`src/verilog/fpslice_fmt_pkg.sv`:
```
// Only FP32 and FP16 are supported, and vector mode means two FP16 lanes in one 32-bit slice
package fpslice_fmt_pkg;

  // --------------------------------------------------------------------------
  // Formats
  // --------------------------------------------------------------------------
  typedef enum logic [0:0] {
    fmt_fp32 = 1'b0,
    fmt_fp16 = 1'b1
  } fp_fmt_e;

  localparam int unsigned SLICE_WIDTH = 32;  // Datapath width of the slice
  localparam int unsigned NUM_LANES   = 2;   // Lane 0 is 32 bits wide, lane 1 is 16 bits wide

  localparam int unsigned FP32_WIDTH = 32;
  localparam int unsigned FP16_WIDTH = 16;

  // Register stages inside every lane
  localparam int unsigned NUM_PIPE_REGS = 2;

  // --------------------------------------------------------------------------
  // Canonical quiet NaNs
  // --------------------------------------------------------------------------
  // Positive sign, all-ones exponent, only the quiet bit set in the mantissa
  localparam logic [FP32_WIDTH-1:0] CANON_NAN_FP32 = 32'h7fc0_0000;
  localparam logic [FP16_WIDTH-1:0] CANON_NAN_FP16 = 16'h7e00;

  // --------------------------------------------------------------------------
  // Vector types
  // --------------------------------------------------------------------------
  // Full-width operand or result
  typedef logic [SLICE_WIDTH-1:0] slice_data_t;

  // One bit per lane, used for SIMD masks and lane valids
  typedef logic [NUM_LANES-1:0] lane_mask_t;

  // Request label, returned unchanged with the response
  typedef logic [3:0] tag_t;

endpackage

```
`src/verilog/fpslice_op_pkg.sv`:
```
// Covers min/max and sign injection only, and of the status flags only NV is ever set by the slice
package fpslice_op_pkg;

  import fpslice_fmt_pkg::*;

  // --------------------------------------------------------------------------
  // Operations
  // --------------------------------------------------------------------------
  typedef enum logic [2:0] {
    op_min   = 3'd0,
    op_max   = 3'd1,
    op_sgnj  = 3'd2,  // Sign of B
    op_sgnjn = 3'd3,  // Inverted sign of B
    op_sgnjx = 3'd4   // Sign of A xor sign of B
  } noncomp_op_e;

  // IEEE 754 exception flags, same field order as the RISC-V fflags
  typedef struct packed {
    logic NV;  // Invalid operation
    logic DZ;  // Divide by zero
    logic OF;  // Overflow
    logic UF;  // Underflow
    logic NX;  // Inexact
  } status_t;

  // Travels with each item so that the packer knows how to assemble the result
  typedef struct packed {
    fp_fmt_e fmt;
    logic    vector;
  } lane_aux_t;

  // --------------------------------------------------------------------------
  // Request and response
  // --------------------------------------------------------------------------
  typedef struct packed {
    slice_data_t a;
    slice_data_t b;
    noncomp_op_e op;
    fp_fmt_e     fmt;
    logic        vector;     // Two FP16 elements, ignored for FP32
    lane_mask_t  simd_mask;  // Bit i enables the status of lane i
    tag_t        tag;
  } slice_req_t;

  typedef struct packed {
    slice_data_t result;
    status_t     status;
    tag_t        tag;
  } slice_rsp_t;

endpackage

```
`src/verilog/fpslice_lane_prep.sv`:
```
// Purely combinational, and lane 1 only ever sees vector FP16 requests
`timescale 1ns/1ps

module fpslice_lane_prep
  import fpslice_fmt_pkg::*;
  import fpslice_op_pkg::*;
(
  input  slice_req_t             req_i,
  input  logic                   in_valid_i,
  // Lane 0 operands, full width
  output slice_data_t            lane0_a_o,
  output slice_data_t            lane0_b_o,
  // Lane 1 operands, upper FP16 element
  output logic [FP16_WIDTH-1:0]  lane1_a_o,
  output logic [FP16_WIDTH-1:0]  lane1_b_o,
  // Per-lane control
  output lane_mask_t             lane_valid_o,
  output lane_mask_t             lane_mask_o,
  output lane_aux_t              aux_o
);

  logic is_vector;  // Vector flag qualified by the format

  // A vector request only makes sense for FP16
  assign is_vector = req_i.vector & (req_i.fmt == fmt_fp16);

  // --------------------------------------------------------------------------
  // Operand slicing
  // --------------------------------------------------------------------------
  // Lane 0 gets the whole operand and works on the low bits that its format needs
  assign lane0_a_o = req_i.a;
  assign lane0_b_o = req_i.b;

  // Upper FP16 element
  assign lane1_a_o = req_i.a[SLICE_WIDTH-1 -: FP16_WIDTH];
  assign lane1_b_o = req_i.b[SLICE_WIDTH-1 -: FP16_WIDTH];

  // --------------------------------------------------------------------------
  // Lane control
  // --------------------------------------------------------------------------
  always_comb begin : lane_ctrl
    lane_valid_o[0] = in_valid_i;               // Lane 0 takes part in every request
    lane_valid_o[1] = in_valid_i & is_vector;   // Upper lane for vectors only
  end

  // The mask is applied to the lane status at the output
  assign lane_mask_o = req_i.simd_mask;

  assign aux_o = '{fmt: req_i.fmt, vector: is_vector};

endmodule

```
`src/verilog/fpslice_noncomp_lane.sv`:
```
// FP32 is available only when lane_fp32_en is set, and an FP16 lane ignores fmt_i entirely
`timescale 1ns/1ps

module fpslice_noncomp_lane
  import fpslice_fmt_pkg::*;
  import fpslice_op_pkg::*;
#(
  parameter  bit          lane_fp32_en = 1'b1,
  localparam int unsigned lane_width   = lane_fp32_en ? FP32_WIDTH : FP16_WIDTH
) (
  input  logic                  clk_i,
  input  logic                  rst_n_i,
  // Input side
  input  logic [lane_width-1:0] a_i,
  input  logic [lane_width-1:0] b_i,
  input  noncomp_op_e           op_i,
  input  fp_fmt_e               fmt_i,
  input  tag_t                  tag_i,
  input  logic                  mask_i,
  input  lane_aux_t             aux_i,
  input  logic                  in_valid_i,
  output logic                  in_ready_o,
  input  logic                  flush_i,
  // Output side
  output logic [lane_width-1:0] result_o,
  output status_t               status_o,
  output tag_t                  tag_o,
  output logic                  mask_o,
  output lane_aux_t             aux_o,
  output logic                  out_valid_o,
  input  logic                  out_ready_i,
  output logic                  busy_o
);

  typedef struct packed {
    logic                  sign;
    logic [FP32_WIDTH-2:0] mag;   // Exponent and mantissa, zero-extended for FP16
    logic                  nan;
    logic                  snan;
    logic                  zero;
  } operand_info_t;

  typedef struct packed {
    logic [lane_width-1:0] result;
    status_t               status;
    tag_t                  tag;
    logic                  mask;
    lane_aux_t             aux;
  } stage_t;

  logic [FP32_WIDTH-1:0] a_ext, b_ext, canon_nan, op_result;
  logic                  is_fp32, a_lt_b, inj_sign;
  operand_info_t         a_info, b_info;
  status_t               op_status;

  stage_t                 stage_in;
  stage_t                 data_q      [NUM_PIPE_REGS];
  stage_t                 data_chain  [NUM_PIPE_REGS+1];
  logic [NUM_PIPE_REGS-1:0] valid_q;
  logic [NUM_PIPE_REGS:0]   valid_chain;
  logic [NUM_PIPE_REGS:0]   ready_chain;

  function automatic operand_info_t classify(logic [FP32_WIDTH-1:0] v, logic fp32);
    operand_info_t info;
    logic          quiet;
    if (fp32) begin
      info.sign = v[31];
      info.mag  = v[30:0];
      info.nan  = (&v[30:23]) & (|v[22:0]);
      quiet     = v[22];
    end else begin
      info.sign = v[15];
      info.mag  = {16'b0, v[14:0]};
      info.nan  = (&v[14:10]) & (|v[9:0]);
      quiet     = v[9];
    end
    info.snan = info.nan & ~quiet;
    info.zero = (info.mag == '0);
    return info;
  endfunction

  // --------------------------------------------------------------------------
  // Datapath
  // --------------------------------------------------------------------------
  assign is_fp32   = lane_fp32_en && (fmt_i == fmt_fp32);
  assign a_ext     = FP32_WIDTH'(a_i);
  assign b_ext     = FP32_WIDTH'(b_i);
  assign canon_nan = is_fp32 ? CANON_NAN_FP32 : FP32_WIDTH'(CANON_NAN_FP16);

  assign a_info = classify(a_ext, is_fp32);
  assign b_info = classify(b_ext, is_fp32);

  // Sign-magnitude ordering
  always_comb begin : compare
    if (a_info.zero && b_info.zero) begin
      a_lt_b = a_info.sign & ~b_info.sign;  // -0 below +0
    end else if (a_info.sign != b_info.sign) begin
      a_lt_b = a_info.sign;
    end else if (a_info.sign) begin
      a_lt_b = a_info.mag > b_info.mag;     // Both negative, larger magnitude is smaller
    end else begin
      a_lt_b = a_info.mag < b_info.mag;
    end
  end

  always_comb begin : datapath
    op_result = a_ext;
    op_status = '0;
    inj_sign  = b_info.sign;
    case (op_i)
      op_min, op_max: begin
        if (a_info.nan && b_info.nan) begin
          op_result = canon_nan;
        end else if (a_info.nan) begin
          op_result = b_ext;
        end else if (b_info.nan) begin
          op_result = a_ext;
        end else begin
          op_result = ((op_i == op_max) ^ a_lt_b) ? a_ext : b_ext;
        end
        op_status.NV = a_info.snan | b_info.snan;
      end
      op_sgnj, op_sgnjn, op_sgnjx: begin
        if (op_i == op_sgnjn) inj_sign = ~b_info.sign;
        if (op_i == op_sgnjx) inj_sign = a_info.sign ^ b_info.sign;
        // Upper half of an FP16 result is boxed later
        op_result = is_fp32 ? {inj_sign, a_ext[30:0]} : {a_ext[31:16], inj_sign, a_ext[14:0]};
      end
      default: ;
    endcase
  end

  // --------------------------------------------------------------------------
  // Elastic pipeline
  // --------------------------------------------------------------------------
  assign stage_in = '{result: op_result[lane_width-1:0], status: op_status,
                      tag: tag_i, mask: mask_i, aux: aux_i};

  // Index 0 is the input, index i the output of register stage i-1
  always_comb begin : chain
    data_chain[0]  = stage_in;
    valid_chain[0] = in_valid_i;
    for (int i = 0; i < int'(NUM_PIPE_REGS); i++) begin
      data_chain[i+1]  = data_q[i];
      valid_chain[i+1] = valid_q[i];
    end
    ready_chain[NUM_PIPE_REGS] = out_ready_i;
    // Advance when the next stage is ready or only holds a bubble
    for (int i = int'(NUM_PIPE_REGS) - 1; i >= 0; i--) begin
      ready_chain[i] = ready_chain[i+1] | ~valid_chain[i+1];
    end
  end

  always_ff @(posedge clk_i) begin : pipe_valid
    if (!rst_n_i) begin
      valid_q <= '0;
    end else if (flush_i) begin
      valid_q <= '0;  // Drop everything in flight
    end else begin
      for (int i = 0; i < int'(NUM_PIPE_REGS); i++) begin
        if (ready_chain[i]) valid_q[i] <= valid_chain[i];
      end
    end
  end

  always_ff @(posedge clk_i) begin : pipe_data
    for (int i = 0; i < int'(NUM_PIPE_REGS); i++) begin
      if (ready_chain[i] && valid_chain[i]) data_q[i] <= data_chain[i];
    end
  end

  assign in_ready_o  = ready_chain[0];
  assign out_valid_o = valid_q[NUM_PIPE_REGS-1];
  assign busy_o      = |valid_q;

  assign result_o = data_q[NUM_PIPE_REGS-1].result;
  assign status_o = data_q[NUM_PIPE_REGS-1].status;
  assign tag_o    = data_q[NUM_PIPE_REGS-1].tag;
  assign mask_o   = data_q[NUM_PIPE_REGS-1].mask;
  assign aux_o    = data_q[NUM_PIPE_REGS-1].aux;

endmodule

```
`src/verilog/fpslice_result_pack.sv`:
```
// Combinational, and aux_i must come from lane 0 because it decides whether lane 1 counts
`timescale 1ns/1ps

module fpslice_result_pack
  import fpslice_fmt_pkg::*;
  import fpslice_op_pkg::*;
(
  input  slice_data_t                  lane0_result_i,
  input  logic [FP16_WIDTH-1:0]        lane1_result_i,
  input  lane_mask_t                   lane_valid_i,
  input  status_t [NUM_LANES-1:0]      lane_status_i,
  input  lane_mask_t                   lane_mask_i,
  input  lane_aux_t                    aux_i,
  output slice_data_t                  result_o,
  output status_t                      status_o
);

  lane_mask_t            lane_active;  // Lane holds a result that belongs to this item
  slice_data_t           lane0_boxed;
  logic [FP16_WIDTH-1:0] lane1_boxed;

  // Upper lane counts only for vector results
  assign lane_active[0] = lane_valid_i[0];
  assign lane_active[1] = lane_valid_i[1] & aux_i.vector;

  // --------------------------------------------------------------------------
  // Result packing
  // --------------------------------------------------------------------------
  // Inactive lanes read as all ones, which NaN-boxes the upper half
  assign lane0_boxed = lane_active[0] ? lane0_result_i : '1;
  assign lane1_boxed = lane_active[1] ? lane1_result_i : '1;

  always_comb begin : pack
    if (aux_i.fmt == fmt_fp32) begin
      result_o = lane0_boxed;
    end else begin
      result_o = {lane1_boxed, lane0_boxed[FP16_WIDTH-1:0]};
    end
  end

  // --------------------------------------------------------------------------
  // Status collapse
  // --------------------------------------------------------------------------
  always_comb begin : collapse
    status_o = '0;
    for (int i = 0; i < int'(NUM_LANES); i++) begin
      if (lane_active[i] && lane_mask_i[i]) begin
        status_o = status_o | lane_status_i[i];  // Masked lanes keep their result, lose flags
      end
    end
  end

endmodule

```
`src/verilog/fpslice_top.sv`:
```
// Valid/ready on both sides, with responses returned in order two cycles after acceptance
`timescale 1ns/1ps

module fpslice_top
  import fpslice_fmt_pkg::*;
  import fpslice_op_pkg::*;
(
  input  logic       clk_i,
  input  logic       rst_n_i,
  // Request side
  input  slice_req_t req_i,
  input  logic       in_valid_i,
  output logic       in_ready_o,
  input  logic       flush_i,
  // Response side
  output slice_rsp_t rsp_o,
  output logic       out_valid_o,
  input  logic       out_ready_i,
  output logic       busy_o
);

  slice_data_t             lane0_a, lane0_b, lane0_result, packed_result;
  logic [FP16_WIDTH-1:0]   lane1_a, lane1_b, lane1_result;
  lane_mask_t              lane_valid, lane_mask_in, lane_mask_out;
  lane_mask_t              lane_out_valid, lane_busy;
  lane_aux_t               aux_in, lane0_aux;
  status_t [NUM_LANES-1:0] lane_status;
  status_t                 packed_status;
  tag_t                    lane0_tag;
  logic                    lane0_ready, lane1_in_valid, lane1_out_ready;

  fpslice_lane_prep i_prep (
    .req_i        ( req_i        ),
    .in_valid_i   ( in_valid_i   ),
    .lane0_a_o    ( lane0_a      ),
    .lane0_b_o    ( lane0_b      ),
    .lane1_a_o    ( lane1_a      ),
    .lane1_b_o    ( lane1_b      ),
    .lane_valid_o ( lane_valid   ),
    .lane_mask_o  ( lane_mask_in ),
    .aux_o        ( aux_in       )
  );

  // --------------------------------------------------------------------------
  // Lanes
  // --------------------------------------------------------------------------
  // Lane 1 must not take a vector item that lane 0 refuses
  assign lane1_in_valid  = lane_valid[1] & lane0_ready;
  assign lane1_out_ready = out_ready_i & lane0_aux.vector;  // Pops only with a vector head

  fpslice_noncomp_lane #(.lane_fp32_en(1'b1)) i_lane0 (
    .clk_i, .rst_n_i, .flush_i,
    .a_i         ( lane0_a           ),
    .b_i         ( lane0_b           ),
    .op_i        ( req_i.op          ),
    .fmt_i       ( req_i.fmt         ),
    .tag_i       ( req_i.tag         ),
    .mask_i      ( lane_mask_in[0]   ),
    .aux_i       ( aux_in            ),
    .in_valid_i  ( lane_valid[0]     ),
    .in_ready_o  ( lane0_ready       ),
    .result_o    ( lane0_result      ),
    .status_o    ( lane_status[0]    ),
    .tag_o       ( lane0_tag         ),
    .mask_o      ( lane_mask_out[0]  ),
    .aux_o       ( lane0_aux         ),
    .out_valid_o ( lane_out_valid[0] ),
    .out_ready_i ( out_ready_i       ),
    .busy_o      ( lane_busy[0]      )
  );

  fpslice_noncomp_lane #(.lane_fp32_en(1'b0)) i_lane1 (
    .clk_i, .rst_n_i, .flush_i,
    .a_i         ( lane1_a           ),
    .b_i         ( lane1_b           ),
    .op_i        ( req_i.op          ),
    .fmt_i       ( req_i.fmt         ),
    .tag_i       ( '0                ),  // Tag comes from lane 0
    .mask_i      ( lane_mask_in[1]   ),
    .aux_i       ( aux_in            ),
    .in_valid_i  ( lane1_in_valid    ),
    .in_ready_o  (                   ),
    .result_o    ( lane1_result      ),
    .status_o    ( lane_status[1]    ),
    .tag_o       (                   ),
    .mask_o      ( lane_mask_out[1]  ),
    .aux_o       (                   ),
    .out_valid_o ( lane_out_valid[1] ),
    .out_ready_i ( lane1_out_ready   ),
    .busy_o      ( lane_busy[1]      )
  );

  fpslice_result_pack i_pack (
    .lane0_result_i ( lane0_result   ),
    .lane1_result_i ( lane1_result   ),
    .lane_valid_i   ( lane_out_valid ),
    .lane_status_i  ( lane_status    ),
    .lane_mask_i    ( lane_mask_out  ),
    .aux_i          ( lane0_aux      ),
    .result_o       ( packed_result  ),
    .status_o       ( packed_status  )
  );

  // Lane 0 owns the outside handshake
  assign in_ready_o  = lane0_ready;
  assign out_valid_o = lane_out_valid[0];
  assign busy_o      = |lane_busy;
  assign rsp_o       = '{result: packed_result, status: packed_status, tag: lane0_tag};

endmodule

```
`config.mk`:
```
export PLATFORM = sky130hd
export DESIGN_NAME = fpslice_top
export DESIGN_NICKNAME = d
export VERILOG_FILES = /design/src/verilog/fpslice_fmt_pkg.sv /design/src/verilog/fpslice_op_pkg.sv /design/src/verilog/fpslice_lane_prep.sv /design/src/verilog/fpslice_noncomp_lane.sv /design/src/verilog/fpslice_result_pack.sv /design/src/verilog/fpslice_top.sv
export SDC_FILE = /design/constraint.sdc
export NUM_CORES = 1
export LEC_CHECK = 0
export ABC_AREA = 1
export BUFFER_PORTS_ARGS = -buffer_cell sky130_fd_sc_hd__buf_4
export CORE_ASPECT_RATIO = 0.7
export CORE_MARGIN = 2
export CORE_UTILIZATION = 45
export DETAILED_ROUTE_END_ITERATION = 10
export PLACE_DENSITY = 0.73
export SETUP_SLACK_MARGIN = 0.1
export SYNTH_ARGS = -nofsm -noshare
export SYNTH_HDL_FRONTEND = slang
export SYNTH_SLANG_ARGS = --single-unit
```
`constraint.sdc`:
```
create_clock -name clk_i -period 3.87 [get_ports clk_i]
set_input_delay 0.774 -clock clk_i [delete_from_list [all_inputs] [get_ports clk_i]]
set_output_delay 0.774 -clock clk_i [all_outputs]
set_load 0.02 [all_outputs]
```
==> results of run 1 <==
[flip-flops by register name, indices dropped and copies added, names as in the netlist]
signal           cells
i_lane0.data_q      80
i_lane1.data_q      36
i_lane0.valid_q      2
i_lane1.valid_q      2
[power by group]
| group | total [mW] | switching (mW) | internal [mW] |
|---|---|---|---|
| logic | 0.620 | 0.399 | 0.221 |
| registers | 1.53 | 0.0188 | 1.51 |
| clock network | 1.54 | 0.538 | 1.00 |
[Yosys cell counts (11+ instances only)]
master,number
nand2_1,241
inv_1,104
a21oi_1,52
clkbuf_1,11
or2_2,16
nand3_1,64
nand4_1,20
o21ai_0,49
edfxtp_1,116
nor3_1,12
ha_1,48
nor2_1,102
[final timing paths]
check,to,cells past startpoint
worst max-delay path,i_lane0.data_q[0][27]$_DFFE_PP_,19
worst min-delay path,i_lane0.data_q[0][75]$_DFFE_PP_,0
worst max register to register,i_lane1.data_q[0][14]$_DFFE_PP_,7
worst min register to register,i_lane0.data_q[0][75]$_DFFE_PP_,0
[metrics by stage]
stage / hold slack [ns] / cell area (µm²) / setup WS, ns / power [mW] / util
after floorplan: 0.4003 / 7432 / 0.5396 / 1.946 / -
after global placement: 0.4004 / 8531 / 0.3366 / 2.151 / 0.5250
after detailed placement: 0.4045 / 8531 / 0.2917 / 2.165 / 0.5250
after CTS: 0.4126 / 9119 / 0.7150 / 3.697 / 0.5612
after global routing: 0.4194 / 9119 / 0.2906 / 3.835 / 0.5612
final: 0.4046 / 9119 / 0.6589 / 3.690 / 0.5612
[cell type report]
type,instances,share of cell area
multi-input cells,638,0.3576
flip-flops and latches,120,0.3908
repair buffers,136,0.1120
clock inverters,13,0.01701
inverters,107,0.04432
clock buffers,19,0.04748
well taps,225,0.03087
[worst reg2reg max path, cell delays in order (launching register included)]
cell and delay (ns):
dfxtp_1 0.37, nand3_1 0.15, nand2_1 0.09, inv_1 0.09
buf_4 0.32, nand2_1 0.13, nor2_1 0.11, buf_4 0.27
[routing by layer]
layer,up-vias,track usage,wire length [µm]
met5,-,0,0
met3,21,0.03542,1706
met2,284,0.3339,8565
met1,2965,0.3648,9794
li1,3238,-,-
met4,0,0.06727,253
[cells by family after synthesis]
logic type	share of synthesized area
buffers and inverters	0.08346
other	0.0005053
AND/OR/NAND/NOR	0.2704
adder cells (fa/ha/maj)	0.08093
AO/OA/AOI/OAI	0.08211
XOR/XNOR	0.002361
flip-flops	0.4802
==> impl_metrics.ini, run 1 <==
[worst_setup_path]
critPathMaxStageDelay_ns = 0.36
end_kind = register
r2r_start = i_lane0.valid_q[1]$_SDFFE_PP0P_
critPathLaunch = req_i[7]
criticalPathCategory = in2reg
crit_slowest_cell = nand2_4
reg2reg_slack_ns = 2.00
cp_max_fo = 46
cp.required_ns = 3.99
crit_family = simple AND/OR/NAND/NOR gates
cp-start-kind = primary input
critPathBufInv = 2
path_cells = buf_4 -> inv_4 -> nand2_1 -> ha_1 -> nand2_1 -> nor2_1 -> nand4_1 -> nor2_1 -> nand2_1 -> nand2_1 -> nand2_1 -> nand2_1 -> nand3_2 -> nand3_1 -> nand3_4 -> nand2_4 -> nand2_1 -> nand3_1 -> nand3_1
crit_path_frequent_cell = nand2_1
critPathArrivalTime_ns = 3.33

[drt]
first_iter_violations = 694
drc = 0
wl_per_cell_um = 16.15
ant_nets = 0
wirelength_mm = 20.32
vias = 6508
viasPerCell = 5.173
firstDrtPassIters = 5

[clocking]
cts.sinks = 120
path_clk_slew_ns = 0.06
cts_made_buffers = 17
cts_tree = yes
root_buffer = clkbuf_16
clock_latency_ns = 0.41
post-cts-setup-buffers = 0
ctsHoldBuffers = 0
h-tree-depth = 4
cts.repair.resized = 0
clockBufferDepth = 2

[status]
status = completed

[synth]
ys.warnings.count = 0
async_reset_ff_frac = 0
syn_area_um2 = 7421
synth.ff_latch_count = 120
yosys.cell_types.count = 37
avgSynthCellArea_um2 = 8.273
synth_seq_area_share = 0.4802
synth_edf_count = 116
synth_area_leader_cell = edfxtp_1
syn_inst = 897
synth.area.top_cells = edfxtp_1 (47%), nand2_1 (12%), ha_1 (8.1%)
yosysTopAreaCellShare = 0.4694
synthFlopType = edfxtp_1

[finish]
finalNetCount = 1148
layout_commonest_cell = nand2_1
multiInputGateArea_um2 = 3261
drive_above_1_share = 0.1839
antennaDiodeCount = 0
seqCellArea_um2 = 3563
layoutNonFillerInstCount = 1258
final_cell_mix = nand2_1 (241), buf_4 (136), edfxtp_1 (116)
synthToLayoutAreaGrowth_pct = 22.88
fillers = 1459

[die]
start_util = 0.4567
pin_count = 124
die_y_um = 111.4
core_area_um2 = 16250
die_x_um = 157.5
die-area_um2 = 17550
row_count = 39

[place]
gp_congestion = 0.9810
dp_hpwl_mm = 15.66
dp_cells = 1226
buffer_ports.inserted = 119

[sta]
finalCritPeriodShare = 0.8297
finalSetupViolCount = 0
fmax_mhz = 311.4
slew_headroom = 0.3748
drv_slew = 0
worst_pin_slew_ns = 0.9368
tns_ns = 0
fin_crit_ns = 3.211
hold_viol = 0
rsz0062_at_grt = false
fin_skew_ns = 0.01090

[global_route]
grt_pass1_vias = 5902
grt_pass1_wl_mm = 31.38
grt_max_degree = 47
grt_overflow = 0
antenna_found_initial = 0
grt_usage = 0.2334

[power]
peakVddDrop_v = 0.0003292
leakage_nw = 4.135
p_per_area_nw_per_um2 = 404.7

[run]
cap_violations = 0

[min_path]
worstHoldStart = i_lane0.data_q[0][31]$_DFFE_PP_
hold_path_class = reg2reg
Note: power is estimated with default switching activity, not from simulation.
==> run 2, diff against run 1 <==
Settings changed: ABC_AREA 1 to 0, PLACE_DENSITY 0.73 to 0.74.
Clock period 3.87 ns to 3 ns, I/O delays scaled along.
==> run 2 against run 1 <==
  * Flip-flop and latch count is the same
  * Critical path type unchanged
  * Worst hold slack lost 0.046 ns
  * Global-route usage grew 2.6 points
  * Synthesized cell count shrank 34%
  * Clock power grew 17%
  * Critical endpoint is now i_lane0.data_q[0][31]$_DFFE_PP_
  * The run now ends with setup timing left
  * Cell count shrank 16%
  * Total power grew 27%
==> impl_metrics.ini, run 2 <==
[synth]
synthFlopType = edfxtp_1
ys.warnings.count = 0
yosysTopAreaCellShare = 0.5213
synth_seq_area_share = 0.5333
synth.area.top_cells = edfxtp_1 (52%), ha_1 (9.0%), nand2b_1 (3.5%)
synth.ff_latch_count = 120
ys_top_cells_by_count = edfxtp_1 (116), inv_1 (53), ha_1 (48)
synth_top_family_by_area = simple AND/OR/NAND/NOR gates
synth_area_leader_cell = edfxtp_1
synth_compound_area_frac = 0.1519
async_reset_ff_frac = 0
syn_inst = 589
synth_xor_area_frac = 0.002622
avgSynthCellArea_um2 = 11.34
synth_edf_count = 116
syn_area_um2 = 6681
synth_fa_ha_area_frac = 0.08989
synthMuxAreaShare = 0.008989
yosys.cell_types.count = 61
synthSimpleGateAreaFrac = 0.1582
yosysMostFrequentCell = edfxtp_1

[clocking]
cts_tree = yes
clockBufferDepth = 2
cts_made_buffers = 17
h-tree-depth = 4
root_buffer = clkbuf_16
clock_latency_ns = 0.42
cts.sinks = 120
path_clk_slew_ns = 0.05

[place]
dp_hpwl_mm = 14.50
gp_congestion = 0.9847
pre_cts_ws_ns = -0.8116
buffer_ports.inserted = 119

[sta]
worst_pin_slew_ns = 1.189
drv_slew = 0
finalCritPeriodShare = 1.071
fin_ws_ns = -0.2115
fin_skew_ns = 0.006392
fin_crit_ns = 3.212
fmax_mhz = 311.4
rsz0062_at_grt = true
hold-worst-slack_ns = 0.3583
slew_headroom = 0.2073
hold_viol = 0
finalSetupViolCount = 31

[finish]
antennaDiodeCount = 0
finalNetCount = 978
seqCellArea_um2 = 3563
synthToLayoutAreaGrowth_pct = 52.43
multiInputGateArea_um2 = 3410
final_cell_mix = buf_4 (254), edfxtp_1 (116), inv_1 (49)
top_regs = i_lane0.data_q (80), i_lane1.data_q (36)
layout_commonest_cell = buf_4
fillers = 1027
drive_above_1_share = 0.4554
regMostFlops = i_lane0.data_q
largest_register_ffs = 80

[min_path]
hold_path_class = in2reg
hold_depth = 1

[global_route]
grt_usage = 0.2591
grt_pass1_vias = 5832
antenna_found_initial = 0
grt_use_met1 = 0.3723
gr-usage-met2 = 0.3965
grt_overflow = 0
use_met3 = 0.06094
grt.busiest_layer = met2
grt_pass1_wl_mm = 30.93
grt_max_degree = 41

[power]
p_int_mw = 3.466
power.switching_mw = 1.218
netSwitchingFraction = 0.2601
p_per_area_nw_per_um2 = 460.0
leakage_nw = 4.247
peakVddDrop_v = 0.0003413
p_comb_frac = 0.198
pwr-share-seq = 0.419
clockPowerShare = 0.384

[die]
start_util = 0.4582
die-area_um2 = 15850
row_count = 37
die_x_um = 149.6
die_y_um = 105.9
core_area_um2 = 14580
pin_count = 124

[worst_setup_path]
criticalPathCategory = in2reg
cp-start-kind = primary input
cp_max_fo = 8
critPathArrivalTime_ns = 3.38
cp.required_ns = 3.17
reg2reg_depth = 5
end_kind = register

[drt]
wirelength_mm = 20.22
viasPerCell = 5.605
first_iter_violations = 583
firstDrtPassIters = 5
wl_per_cell_um = 19.11
drc = 0
ant_nets = 0
vias = 5930

[status]
status = finished, violations left
violations = setup timing

[run]
cap_violations = 0
-- run 2: kinds of logic (layout without fill, tap and decap cells) --
logic type / Yosys count / count (layout)
AO/OA/AOI/OAI: 134 / 134
flip-flops: 120 / 120
adder cells (fa/ha/maj): 48 / 48
other: 1 / 4
AND/OR/NAND/NOR: 193 / 194
buffers and inverters: 85 / 355
XOR/XNOR: 2 / 2
multiplexers: 6 / 6
-- run 2: worst paths after layout --
path | startpoint | slack [ns] | endpoint
setup / recovery | req_i[7] | -0.21 | i_lane0.data_q[0][31]$_DFFE_PP_
hold / removal | req_i[3] | 0.36 | i_lane0.data_q[0][6]$_DFFE_PP_
setup reg to reg | i_lane0.valid_q[1]$_SDFFE_PP0P_ | 0.91 | i_lane1.data_q[0][19]$_DFFE_PP_
hold reg to reg | i_lane0.data_q[0][40]$_DFFE_PP_ | 0.42 | i_lane0.data_q[0][84]$_DFFE_PP_
-- run 2: layer usage --
layer,up-vias,wire [µm],part of all wire
li1,2768,-,-
met2,254,9239,0.46
met5,-,0,0
met4,0,250,0.012
met1,2873,9115,0.45
met3,35,1611,0.080
-- run 2: final cells by class --
cell class / instances / area share
clock buffer: 18 / 0.04214
clock inverter: 14 / 0.009828
inverter: 54 / 0.01990
multi-input combinational: 388 / 0.3348
sequential: 120 / 0.3499
tap: 195 / 0.02396
timing repair buffer: 269 / 0.2195
-- run 2: repair_timing --
| item | CTS | global route |
|---|---|---|
| pin swaps | 32 | 20 |
| gates cloned | 5 | 0 |
| buffers inserted | 9 | 4 |
| gates resized for setup | 63 | 16 |
| endpoints found under the setup margin | 48 | 48 |
| hold buffers | 0 | 0 |
-- run 2: worst max-delay path, stage by stage --
cell,delay [ns]
buf_16,0.13
buf_12,0.14
nand2b_4,0.15
ha_4,0.24
nand4_1,0.17
nor2_1,0.08
a221oi_1,0.30
o21ai_1,0.15
o211ai_1,0.37
a31oi_4,0.14
xnor2_2,0.18
o211a_4,0.32
buf_12,0.17
a22o_1,0.23
-- run 2: metrics by stage --
| step | std cells | utilization | total power, mW | setup TNS [ns] | cell area, µm² |
|---|---|---|---|---|---|
| 2_1_floorplan | 592 | - | 2.384 | -12.49 | 7067 |
| 3_3_place_gp | 1011 | 0.6201 | 2.736 | -26.32 | 9042 |
| 3_5_place_dp | 1011 | 0.6201 | 2.766 | -30.12 | 9042 |
| 4_1_cts | 1055 | 0.6901 | 4.662 | -1.465 | 10060 |
| 5_1_grt | 1058 | 0.6984 | 4.855 | -7.718 | 10180 |
| 6_report | 1058 | 0.6984 | 4.685 | -5.045 | 10180 |
-- run 2: power by group through the flow --
stage               sequential, mW  combinational (mW)  clock, mW
floorplan                     1.98               0.399          0
global placement              1.99               0.746          0
detailed placement            2.00               0.771          0
CTS                           1.96               0.882       1.82
global route                  1.97               0.992       1.90
finish                        1.96               0.927       1.80
==> run 3, diff against run 2 <==
Settings changed: CORE_UTILIZATION 45 to 42, PLACE_DENSITY 0.74 to 0.7.
==> run 3 against run 2 <==
  * The run still ends with setup timing left
  * Global-route usage fell by 1.6 points
  * Cell count increased by 0.66%
  * Sequential share of layout area fell by 0.63 points
  * First-iteration DRC count is 19% lower
  * Critical endpoint is now i_lane0.data_q[0][19]$_DFFE_PP_
  * Largest power group is now the clock network
==> impl_metrics.ini, run 3 (same netlist as run 2, synthesis figures left out) <==
[status]
status = finished, violations left
violations = setup timing

[finish]
design_area_um2 = 10370
fillers = 1167
layout_commonest_cell = buf_4
fin_util = 0.6671
top_regs = i_lane0.data_q (80), i_lane1.data_q (36)
finalNetCount = 980
antennaDiodeCount = 0
regMostFlops = i_lane0.data_q
final_cell_mix = buf_4 (253), edfxtp_1 (116), inv_1 (38)
synthToLayoutAreaGrowth_pct = 55.22
largest_register_ffs = 80
drive_above_1_share = 0.4867

[worst_setup_path]
crit_slowest_cell = a2111o_1
critPathBufInv = 2
critPathLaunch = req_i[7]
critPathMaxStageDelay_ns = 0.43
crit_family = simple AND/OR/NAND/NOR gates
path_cells = buf_16 -> nand2b_4 -> ha_4 -> nand4_1 -> nor2_1 -> a221oi_2 -> o21ai_1 -> or3_4 -> a2111o_1 -> nand3_2 -> nand2_4 -> buf_12 -> a22o_1
cp-start-kind = primary input
criticalPathCategory = in2reg
critPathArrivalTime_ns = 3.19
r2r_start = i_lane0.valid_q[1]$_SDFFE_PP0P_
cp_max_fo = 15
end_kind = register
cp.required_ns = 3.17

[place]
place_area_um2 = 9049
pre_cts_ws_ns = -0.8354
dp_hpwl_mm = 14.56
gp_congestion = 0.8997
buffer_ports.inserted = 119

[drt]
top_layer = met4
wirelength_mm = 20.27
drc = 0
wl_per_cell_um = 19.03
ant_nets = 0
wl_met3_mm = 1.318
viasPerCell = 5.473
m1WireLength_mm = 9.727
vias = 5829
route.met2.wl_mm = 8.912
first_iter_violations = 475
firstDrtPassIters = 4

[sta]
drv_slew = 0
finalCritPeriodShare = 1.007
fmax_mhz = 331.1
worst_pin_slew_ns = 1.191
fin_skew_ns = 0.006830
rsz0062_at_grt = true
finalSetupViolCount = 11
tns_ns = -0.1212
slew_headroom = 0.2060
fin_ws_ns = -0.02000
fin_crit_ns = 3.020
hold_viol = 0

[global_route]
grt_pass1_vias = 5852
grt_pass1_wl_mm = 30.88
antenna_found_initial = 0
grt_max_degree = 41
grt_overflow = 0
grt_usage = 0.2431

[power]
peakVddDrop_v = 0.0002713
leakage_nw = 4.285
p_per_area_nw_per_um2 = 480.9

[clocking]
root_buffer = clkbuf_16
path_clk_slew_ns = 0.06
clock_latency_ns = 0.42
cts_made_buffers = 17
ctsHoldBuffers = 0
cts.sinks = 120
clockBufferDepth = 2
h-tree-depth = 4
cts_tree = yes

[min_path]
hold_path_class = in2reg
worstHoldStart = req_i[0]

[die]
core_area_um2 = 15550
die_x_um = 154.8
row_count = 38
start_util = 0.4297
die_y_um = 109.5
die-area_um2 = 16950
pin_count = 124

[run]
cap_violations = 0
[run 3: cell count changes in the layout (fill, tap and decap cells not counted), sizes merged]
cell    delta
inv        +5
bufinv     +2
buf        +2
clkinv     -6
clkbuf     -1
[run 3: stage by stage]
stage	cells	power, mW	hold WS (ns)
2_1_floorplan	592	2.384	0.4003
3_3_place_gp	1021	2.737	0.4031
3_5_place_dp	1021	2.764	0.4045
4_1_cts	1060	4.951	0.3407
5_1_grt	1065	5.170	0.3308
6_report	1065	4.988	0.3553
[run 3: area by class of cell]
cell class | count | area, µm² | area share
tap | 200 | 250.2 | 0.02413
sequential | 120 | 3563 | 0.3436
timing repair buffer | 271 | 2247 | 0.2167
inverter | 54 | 205.2 | 0.01979
clock inverter | 15 | 178.9 | 0.01725
clock buffer | 17 | 425.4 | 0.04102
multi-input combinational | 388 | 3501 | 0.3376
[run 3: report_power, final]
group          switching, mW  internal (mW)  total [mW]  leakage (nW)
combinational          0.460          0.485       0.945          2.88
sequential            0.0205           1.94        1.96          1.11
clock                  0.830           1.25        2.08         0.291
total                   1.31           3.68        4.99          4.28
[run 3: worst paths after layout]
check	end	slack (ns)	cells past startpoint
setup / recovery	i_lane0.data_q[0][19]$_DFFE_PP_	-0.02	13
hold / removal	i_lane0.data_q[0][3]$_DFFE_PP_	0.36	1
setup reg to reg	i_lane1.data_q[0][23]$_DFFE_PP_	0.84	5
hold reg to reg	i_lane0.data_q[0][61]$_DFFE_PP_	0.41	0
[run 3: metal layers]
layer / GRT usage / up-vias
li1: - / 2774
met1: 0.3456 / 2791
met2: 0.3613 / 238
met3: 0.06110 / 26
met4: 0.08995 / 0
met5: 0 / -
[run 3: timing repair]
item | CTS | global route
endpoints found under the setup margin | 41 | 48
setup buffers | 2 | 5
cloned | 6 | 0
pin swaps | 28 | 24
resized for setup | 73 | 40
